`src/stark_cfg.svh`:
```
// ============================================================
// configuration macros for the flush subsystem
// ROB size, field widths, reset miss address, backout option
// ============================================================

`ifndef STARK_CFG_SVH
`define STARK_CFG_SVH

// number of re-order buffer entries, a power of two
`define STARK_ROB_ENTRIES 8

// width of the ROB sequence number used for age compares
`define STARK_SN_W 6

// program counter width
`define STARK_PC_W 32

// width of the branch number carried with each address
`define STARK_BNO_W 5

// when set, instructions grouped behind any resolving branch or call
// become copy targets; when clear only a not-taken conditional does
`define STARK_SUPPORT_BACKOUT 1

// miss address the delay line holds coming out of reset
// sized for a 32 bit PC
`define STARK_RSTPC 32'hfffc0100

`endif
```
`src/stark_pkg.sv`:
```
// ============================================================
// shared types for the flush subsystem
// addresses, ROB entries and the recovery state encoding
// ============================================================

`default_nettype none

`include "stark_cfg.svh"

package stark_pkg;

	// an instruction address tagged with its branch numbers
	// bno_t is the number on the taken side, bno_f on the fall-through
	typedef struct packed {
		logic [`STARK_BNO_W-1:0] bno_t;
		logic [`STARK_BNO_W-1:0] bno_f;
		logic [`STARK_PC_W-1:0]  pc;
	} pc_address_t;

	// an index into the re-order buffer
	typedef logic [$clog2(`STARK_ROB_ENTRIES)-1:0] rob_ndx_t;

	// the part of a ROB entry the stomp logic looks at
	typedef struct packed {
		// entry holds an instruction
		logic                    v;
		// sequence number, larger is younger
		logic [`STARK_SN_W-1:0]  sn;
		// tag shared by all instructions fetched in one group
		logic [3:0]              grp;
		// branch number the instruction was fetched under
		logic [`STARK_BNO_W-1:0] bno_t;
		// conditional branch
		logic                    br;
		// call or jump
		logic                    cjb;
	} rob_entry_t;

	// the whole buffer moves as one packed array
	typedef rob_entry_t [`STARK_ROB_ENTRIES-1:0] rob_array_t;

	// branch recovery states
	// the order matters since the stomp logic tests state ranges
	typedef enum logic [2:0] {
		BS_IDLE           = 3'd0,
		BS_CHKPT_RESTORE  = 3'd1,
		BS_CAPTURE_MISSPC = 3'd2,
		BS_DONE           = 3'd3,
		BS_DONE2          = 3'd4
	} branch_state_t;

endpackage

`default_nettype wire

```
`src/stark_stomp.sv`:
```
// ============================================================
// flush subsystem top level
// ============================================================

`timescale 1ns/1ps
`default_nettype none

`include "stark_cfg.svh"

module stark_stomp (
	input  wire logic                          clk,
	input  wire logic                          rst,
	input  wire logic                          advance_pipeline,
	input  wire logic                          advance_pipeline_seg2,
	input  wire logic                          branchmiss,
	input  wire logic                          found_destination,
	input  wire stark_pkg::rob_ndx_t           destination_rndx,
	input  wire stark_pkg::rob_ndx_t           missid,
	input  wire stark_pkg::pc_address_t        misspc,
	input  wire stark_pkg::pc_address_t        pc,
	input  wire stark_pkg::pc_address_t        pc_f,
	input  wire stark_pkg::pc_address_t        pc_fet,
	input  wire stark_pkg::pc_address_t        pc_mux,
	input  wire stark_pkg::pc_address_t        pc_dec,
	input  wire logic                          fcu_idv,
	input  wire stark_pkg::rob_ndx_t           fcu_id,
	input  wire logic                          takb,
	input  wire logic [`STARK_BNO_W-1:0]       stomp_bno,
	input  wire stark_pkg::rob_array_t         rob,
	output stark_pkg::branch_state_t           branch_state,
	output logic                               stomp_fet,
	output logic                               stomp_mux,
	output logic                               stomp_dec,
	output logic                               stomp_ren,
	output logic [`STARK_ROB_ENTRIES-1:0]      robentry_stomp
);

	// stomp level shared by the front end and the ROB side
	logic stomp_pipeline;

	branch_sequencer branch_sequencer_inst (
		.clk               (clk),
		.rst               (rst),
		.branchmiss        (branchmiss),
		.found_destination (found_destination),
		.branch_state      (branch_state),
		.stomp_pipeline    (stomp_pipeline)
	);

	fe_stomp fe_stomp_inst (
		.clk                   (clk),
		.rst                   (rst),
		.advance_pipeline      (advance_pipeline),
		.advance_pipeline_seg2 (advance_pipeline_seg2),
		.stomp_pipeline        (stomp_pipeline),
		.misspc                (misspc),
		.pc                    (pc),
		.pc_f                  (pc_f),
		.pc_fet                (pc_fet),
		.pc_mux                (pc_mux),
		.pc_dec                (pc_dec),
		.stomp_fet             (stomp_fet),
		.stomp_mux             (stomp_mux),
		.stomp_dec             (stomp_dec),
		.stomp_ren             (stomp_ren)
	);

	rob_stomp rob_stomp_inst (
		.clk               (clk),
		.rst               (rst),
		.rob               (rob),
		.found_destination (found_destination),
		.branchmiss        (branchmiss),
		.fcu_idv           (fcu_idv),
		.takb              (takb),
		.destination_rndx  (destination_rndx),
		.missid            (missid),
		.fcu_id            (fcu_id),
		.stomp_bno         (stomp_bno),
		.branch_state      (branch_state),
		.robentry_stomp    (robentry_stomp)
	);

endmodule

`default_nettype wire

```
`src/rob_stomp.sv`:
```
// ============================================================
// ROB stomp unit
// registered per-entry cancel bitmap after a branch miss
// ============================================================

`timescale 1ns/1ps
`default_nettype none

`include "stark_cfg.svh"

module rob_stomp (
	input  wire logic                          clk,
	input  wire logic                          rst,
	input  wire stark_pkg::rob_array_t         rob,
	input  wire logic                          found_destination,
	input  wire logic                          branchmiss,
	// the flow control unit holds a resolving branch at fcu_id
	input  wire logic                          fcu_idv,
	input  wire logic                          takb,
	input  wire stark_pkg::rob_ndx_t           destination_rndx,
	input  wire stark_pkg::rob_ndx_t           missid,
	input  wire stark_pkg::rob_ndx_t           fcu_id,
	// branch number that survives the miss
	input  wire logic [`STARK_BNO_W-1:0]       stomp_bno,
	input  wire stark_pkg::branch_state_t      branch_state,
	output logic [`STARK_ROB_ENTRIES-1:0]      robentry_stomp
);

	localparam bit BACKOUT = `STARK_SUPPORT_BACKOUT;

	logic [`STARK_ROB_ENTRIES-1:0] stomp_d;
	logic                          miss_active;
	logic                          exempt_en;
	stark_pkg::rob_entry_t         miss_ent;
	stark_pkg::rob_entry_t         dest_ent;
	stark_pkg::rob_entry_t         fcu_ent;

	assign miss_ent = rob[missid];
	assign dest_ent = rob[destination_rndx];
	assign fcu_ent  = rob[fcu_id];

	// a miss is being worked on until the sequencer reaches its last state
	assign miss_active = branchmiss ||
		(branch_state != stark_pkg::BS_IDLE && branch_state < stark_pkg::BS_DONE2);

	// instructions fetched in the same group behind a resolving branch
	// must stay as copy targets, later groups may depend on their mappings
	assign exempt_en = BACKOUT ?
		(fcu_idv && (fcu_ent.br || fcu_ent.cjb)) :
		(fcu_idv && fcu_ent.br && !takb);

	// ========================================================
	// per-entry decision
	// ========================================================

	always_comb begin
		for (int n = 0; n < `STARK_ROB_ENTRIES; n++) begin
			stomp_d[n] = 1'b0;
			if (found_destination) begin
				// only what sits between the branch and its target goes
				if (rob[n].sn > miss_ent.sn && rob[n].sn < dest_ent.sn)
					stomp_d[n] = 1'b1;
			end else if (miss_active && fcu_idv) begin
				// younger work fetched under another branch number is wrong path
				if (rob[n].sn > miss_ent.sn && rob[n].bno_t != stomp_bno)
					stomp_d[n] = 1'b1;
			end
			if (exempt_en && rob[n].grp == fcu_ent.grp && rob[n].sn > fcu_ent.sn)
				stomp_d[n] = 1'b0;
		end
	end

	// the bitmap fans out widely so it is registered
	always_ff @(posedge clk) begin
		if (rst)
			robentry_stomp <= '0;
		else
			robentry_stomp <= stomp_d;
	end

endmodule

`default_nettype wire

```
`src/fe_stomp.sv`:
```
// ============================================================
// front end stomp waterfall
// miss address delay line and per-stage stomp registers
// ============================================================

`timescale 1ns/1ps
`default_nettype none

`include "stark_cfg.svh"

module fe_stomp (
	input  wire logic                   clk,
	input  wire logic                   rst,
	// fetch, mux and decode may move
	input  wire logic                   advance_pipeline,
	// rename may move
	input  wire logic                   advance_pipeline_seg2,
	// level from the recovery sequencer
	input  wire logic                   stomp_pipeline,
	// corrected address after the miss
	input  wire stark_pkg::pc_address_t misspc,
	// addresses at the input of align, fetch, mux, decode and rename
	input  wire stark_pkg::pc_address_t pc,
	input  wire stark_pkg::pc_address_t pc_f,
	input  wire stark_pkg::pc_address_t pc_fet,
	input  wire stark_pkg::pc_address_t pc_mux,
	input  wire stark_pkg::pc_address_t pc_dec,
	output logic                        stomp_fet,
	output logic                        stomp_mux,
	output logic                        stomp_dec,
	output logic                        stomp_ren
);

	// miss address the delay line holds out of reset
	localparam stark_pkg::pc_address_t MISS_RST = '{
		bno_t: `STARK_BNO_W'(1),
		bno_f: `STARK_BNO_W'(0),
		pc:    `STARK_PC_W'(`STARK_RSTPC)
	};

	// previous sampled stomp level and the registered rising edge
	logic sp_q;
	logic start;

	// slot n holds the miss address as it should appear at stage n
	stark_pkg::pc_address_t [4:0] slot;

	// stage addresses, index 0 is align and 4 is rename
	stark_pkg::pc_address_t [4:0] stage_pc;

	// advance enable for each registered stage
	logic [4:1] adv;

	// stomp registers for fetch through rename
	logic [4:1] stomp_r;

	// combinational stomp for every stage, align included
	logic [4:0] stomp;

	assign stage_pc = {pc_dec, pc_mux, pc_fet, pc_f, pc};

	// rename sits in the second pipeline segment and has its own advance
	assign adv = {advance_pipeline_seg2, {3{advance_pipeline}}};

	// ========================================================
	// start pulse
	// ========================================================

	// the stomp level is only looked at when the pipe moves, so a
	// stalled front end does not see the edge until it advances
	always_ff @(posedge clk) begin
		if (rst) begin
			sp_q  <= 1'b0;
			start <= 1'b0;
		end else begin
			start <= advance_pipeline && stomp_pipeline && !sp_q;
			if (advance_pipeline)
				sp_q <= stomp_pipeline;
		end
	end

	// ========================================================
	// miss address delay line
	// ========================================================

	// the corrected address walks down the pipe together with the
	// first correct-path group so each stage can recognise it
	always_ff @(posedge clk) begin
		if (rst) begin
			slot <= {5{MISS_RST}};
		end else begin
			if (start)
				slot[0] <= misspc;
			if (start || advance_pipeline)
				slot[4:1] <= slot[3:0];
		end
	end

	// ========================================================
	// stomp waterfall
	// ========================================================

	// align has no register of its own
	// it is only stomped while the start pulse is present
	always_comb begin
		stomp[0] = start && (stage_pc[0].pc != slot[0].pc);
		for (int i = 1; i < 5; i++)
			stomp[i] = (start || stomp_r[i]) && (stage_pc[i].pc != slot[i].pc);
	end

	// every stage starts out stomped and is released once the corrected
	// path shows up there or the stage in front of it is already clean
	// while there is no advance the registers keep their value
	always_ff @(posedge clk) begin
		if (rst) begin
			stomp_r <= '1;
		end else begin
			for (int i = 1; i < 5; i++) begin
				if (start) begin
					stomp_r[i] <= 1'b1;
				end else if (adv[i]) begin
					if (stage_pc[i].pc == slot[i].pc || !stomp[i-1])
						stomp_r[i] <= 1'b0;
					else
						stomp_r[i] <= stomp[i-1];
				end
			end
		end
	end

	assign stomp_fet = stomp[1];
	assign stomp_mux = stomp[2];
	assign stomp_dec = stomp[3];
	assign stomp_ren = stomp[4];

endmodule

`default_nettype wire

```
`src/branch_sequencer.sv`:
```
// ============================================================
// branch recovery sequencer
// steps through the recovery states after an unresolved miss
// ============================================================

`timescale 1ns/1ps
`default_nettype none

`include "stark_cfg.svh"

module branch_sequencer (
	input  wire logic                      clk,
	input  wire logic                      rst,
	// one cycle strobe from the branch unit
	input  wire logic                      branchmiss,
	// the miss target is already queued in the ROB
	input  wire logic                      found_destination,
	output stark_pkg::branch_state_t       branch_state,
	output logic                           stomp_pipeline
);

	stark_pkg::branch_state_t next_state;

	// ========================================================
	// next state
	// ========================================================

	// a miss whose target is already in the ROB needs no front end
	// recovery, the ROB stomp unit cancels the entries in between
	always_comb begin
		next_state = branch_state;
		case (branch_state)
			stark_pkg::BS_IDLE: begin
				if (branchmiss && !found_destination)
					next_state = stark_pkg::BS_CHKPT_RESTORE;
			end
			// the walk below ignores further misses, the first one wins
			stark_pkg::BS_CHKPT_RESTORE:
				next_state = stark_pkg::BS_CAPTURE_MISSPC;
			stark_pkg::BS_CAPTURE_MISSPC:
				next_state = stark_pkg::BS_DONE;
			stark_pkg::BS_DONE:
				next_state = stark_pkg::BS_DONE2;
			stark_pkg::BS_DONE2:
				next_state = stark_pkg::BS_IDLE;
			// unused codes fall back to idle
			default:
				next_state = stark_pkg::BS_IDLE;
		endcase
	end

	// ========================================================
	// state register
	// ========================================================

	always_ff @(posedge clk) begin
		if (rst)
			branch_state <= stark_pkg::BS_IDLE;
		else
			branch_state <= next_state;
	end

	// the front end is told to stomp in the miss cycle itself and for
	// as long as the sequence is running
	always_comb begin
		stomp_pipeline =
			(branchmiss && !found_destination) ||
			(branch_state >= stark_pkg::BS_CHKPT_RESTORE &&
			 branch_state <= stark_pkg::BS_DONE2);
	end

endmodule

`default_nettype wire

```
`config.mk`:
```
export PLATFORM = sky130hd
export DESIGN_NAME = stark_stomp
export DESIGN_NICKNAME = d
export VERILOG_FILES = /design/src/stark_pkg.sv /design/src/stark_stomp.sv /design/src/rob_stomp.sv /design/src/fe_stomp.sv /design/src/branch_sequencer.sv
export VERILOG_INCLUDE_DIRS = /design/src
export SDC_FILE = /design/constraint.sdc
export NUM_CORES = 1
export LEC_CHECK = 0
export BUFFER_PORTS_ARGS = -buffer_cell sky130_fd_sc_hd__buf_2
export CAP_MARGIN = 15
export CORE_AREA = 2 2 169 171
export DETAILED_ROUTE_END_ITERATION = 10
export DIE_AREA = 0 0 171 173
export HOLD_SLACK_MARGIN = 0.05
export PLACE_DENSITY = 0.74
export REMOVE_ABC_BUFFERS = 1
export SLEW_MARGIN = 0
export SYNTH_ARGS = -nofsm -noshare
export SYNTH_HDL_FRONTEND = slang
export SYNTH_HIERARCHICAL = 1
export SYNTH_SLANG_ARGS = --single-unit
export TNS_END_PERCENT = 100
```
`constraint.sdc`:
```
create_clock -name clk -period 5.2 [get_ports clk]
set_input_delay 0.78 -clock clk [delete_from_list [all_inputs] [get_ports clk]]
set_output_delay 0.78 -clock clk [all_outputs]
set_load 0.02 [all_outputs]
```
==> flow_metrics.py <==
metrics = {
    "drt": {
        "drt-pass1-iter-count": 7,
        "wl_per_cell_um": 19.0,
        "viasPerCell": 5.61,
        "ant_nets": 0,
        "num_vias": 12000,
        "drt-initial-drc-count": 1044,
        "drc_errors": 0,
        "routed_wirelength_um": 40700,
    },
    "final_layout": {
        "mostFrequentLayoutCells": "buf_2 (330), nand2_1 (266), dfxtp_1 (176)",
        "instances_no_fill": 2144,
        "final_common_cell": "buf_2",
        "syn_to_final_growth_pct": 19.7,
        "fin_area_um2": 15400,
        "utilization_pct": 55.7,
        "drive_gt1_share_pct": 24.4,
        "layout.nets": 2305,
    },
    "floorplanning": {
        "core_um2": 27600,
        "rows": 61,
        "boundaryPins": 433,
        "initial_core_util_pct": 46.5,
        "fp.dieW_um": 171,
        "die_y_um": 173,
        "die_area_um2": 29600,
    },
    "sta": {
        "rsz0062_at_grt": "false",
        "setup_viol": 0,
        "maxSlewViolCount": 0,
        "finalSetupTns_ps": 0,
        "worst_clock_skew_ps": 8.20,
        "timing.fmax_mhz": 282,
        "post-route-min-period_ps": 3550,
        "finalHoldViolations": 0,
        "holdWs_ps": 415,
        "slew_headroom_pct": 29.3,
        "period_share_pct": 68.2,
        "worst_pin_slew_ps": 1030,
    },
    "global_routing": {
        "grt_overflow": 0,
        "grt_usage_pct": 26.7,
        "grt_max_degree": 84,
        "grt_pass1_vias": 11700,
        "grt_pass1_wl_um": 61800,
        "antenna_found_initial": 3,
    },
    "synth": {
        "synth-simple-area-share_pct": 19.3,
        "yosysWarnings": 6,
        "ys_seq_elements": 177,
        "synth-adder-area-share_pct": 13.2,
        "synth_area_um2": 12900,
        "synthArstFlopShare_pct": 0,
        "postSynthCellCount": 1455,
        "ys_types": 54,
        "synth_top_family_by_area": "simple AND/OR/NAND/NOR gates",
        "synthXorXnorAreaFrac_pct": 13.6,
        "syn_area_per_cell_um2": 8.83,
        "ys_seq_area_share_pct": 27.6,
        "synth_edf_count": 0,
        "synth_flop_cell": "dfxtp_1",
        "synthMuxAreaShare_pct": 11.4,
        "synth_compound_area_share_pct": 11.3,
    },
    "run": {
        "drv_cap": 0,
    },
    "setup_path": {
        "cp-end-kind": "flip-flop",
        "crit_family": "multiplexers",
        "critPathKind": "input pin to flip-flop",
        "crit_slowest_cell": "mux2i_1",
        "startpoint_type": "input pin",
        "r2r_slack_ps": 2330,
        "path_max_fanout": 28,
        "timing.critical_path.arrival_ps": 3840,
        "cp_cell_sequence": "buf_2, mux4_2, mux2i_1, ha_1, a21o_1, a21oi_1, nor2b_1, o32ai_1, a211oi_1, a41oi_1",
        "worst_ep_required_time_ps": 5490,
        "worst-path-buf-inv": 1,
        "critical-path-max-stage-delay_ps": 820,
    },
    "clocking": {
        "root_buffer": "clkbuf_16",
        "cts_inserted_buffers": 17,
        "insertion_delay_ps": 430,
        "post-cts-setup-buffers": 0,
        "post_cts_resize_count": 0,
        "cts_buffer_depth": 2,
        "cts_tree": "yes",
        "cts_sinks": 177,
        "hold_buffers": 0,
        "htree_levels": 4,
        "clk_pin_slew_ps": 70,
    },
    "placed_design": {
        "dp_hpwl_um": 30300,
        "placed_cell_area_um2": 14800,
        "portBuffers": 331,
        "place_congestion": 0.976,
        "place_inst": 2110,
    },
    "power": {
        "power_density_nw_per_um2": 251,
        "power_leakage_nw": 6.88,
        "ir_worst_vdd_mv": 0.233,
    },
    "min_path": {
        "hold_class": "flip-flop to flip-flop",
    },
    "status": {
        "status": "finished clean",
    },
}
-- state kept, by name, indices dropped and copies added, names as in the netlist --
signal	count
fe_stomp_inst/stomp_r	4
fe_stomp_inst/start	1
fe_stomp_inst/sp_q	1
fe_stomp_inst/slot	160
branch_sequencer_inst/branch_state	3
rob_stomp_inst/robentry_stomp	8
-- synthesized netlist by cell type, drive strengths merged, types with 2 or more instances --
cell     number  share of area [%]
o21a          2               0.12
xor2        147                 10
dfxtp       177                 28
nand3        16               0.62
nor2b        29                1.4
or2           2              0.097
o221ai        2               0.14
a211o        15                1.0
a21oi       109                4.2
xnor2        53                3.6
o22ai         2              0.097
nor3         15               0.58
a41oi        12               0.82
o211ai        2               0.12
a31oi        11               0.54
buf          38                1.5
clkbuf       35                1.0
ha          136                 13
nor2         54                1.6
nand2       266                7.8
and4b         2               0.16
o31ai         7               0.41
nand3b       60                3.5
nor4         32                1.6
mux2i        38                3.3
mux4         45                8.1
a2111oi       3               0.25
o21ai        36                1.4
and4          2               0.14
o31a          6               0.41
nand4        34                1.7
a21o         21                1.2
inv          34               0.99
-- routing by layer --
| metal | track usage [%] | share of wire [%] | vias to the layer above | routed length (um) |
|---|---|---|---|---|
| met5 | 0 | 0.054 | - | 22 |
| met4 | 12.5 | 4.4 | 4 | 1790 |
| met3 | 5.88 | 7.9 | 112 | 3230 |
| met2 | 44.3 | 47 | 529 | 18900 |
| met1 | 32.9 | 41 | 5599 | 16700 |
| li1 | - | - | 5778 | - |
-- where the power goes --
part           switching (W)  internal, W
Sequential         0.0000536      0.00142
Combinational       0.000644     0.000510
Clock               0.000549     0.000679
Total                0.00125      0.00261
-- per-stage QoR --
stage	setup WS (ps)	power (W)
after floorplan	-144	0.00218
after global placement	1330	0.00259
after detailed placement	1270	0.00264
after CTS	1710	0.00386
after global routing	1420	0.00406
final	1650	0.00386
-- final timing paths --
check / start / end / cells after the start
max: fcu_id[0] / rob_stomp_inst/robentry_stomp[1] / 10
min: fe_stomp_inst/sp_q / fe_stomp_inst/start / 1
max reg2reg: fe_stomp_inst/start / fe_stomp_inst/slot[143] / 5
min reg2reg: fe_stomp_inst/sp_q / fe_stomp_inst/start / 1
-- final cells by class --
type	instances	area [um^2]
tap	378	473
clock inverter	10	73.8
antenna	2	5.00
sequential	177	3540
clock buffer	22	494
multi-input combinational	1171	8860
fill	2551	12200
timing repair buffer	350	1800
inverter	34	128
-- cells by family after synthesis --
family	after synthesis
AND/OR/NAND/NOR	516
AO/OA/AOI/OAI	236
XOR/XNOR	200
flip-flops	177
adder cells (fa/ha/maj)	136
buffers and inverters	107
multiplexers	83
Note: power is estimated with default switching activity, not from simulation.
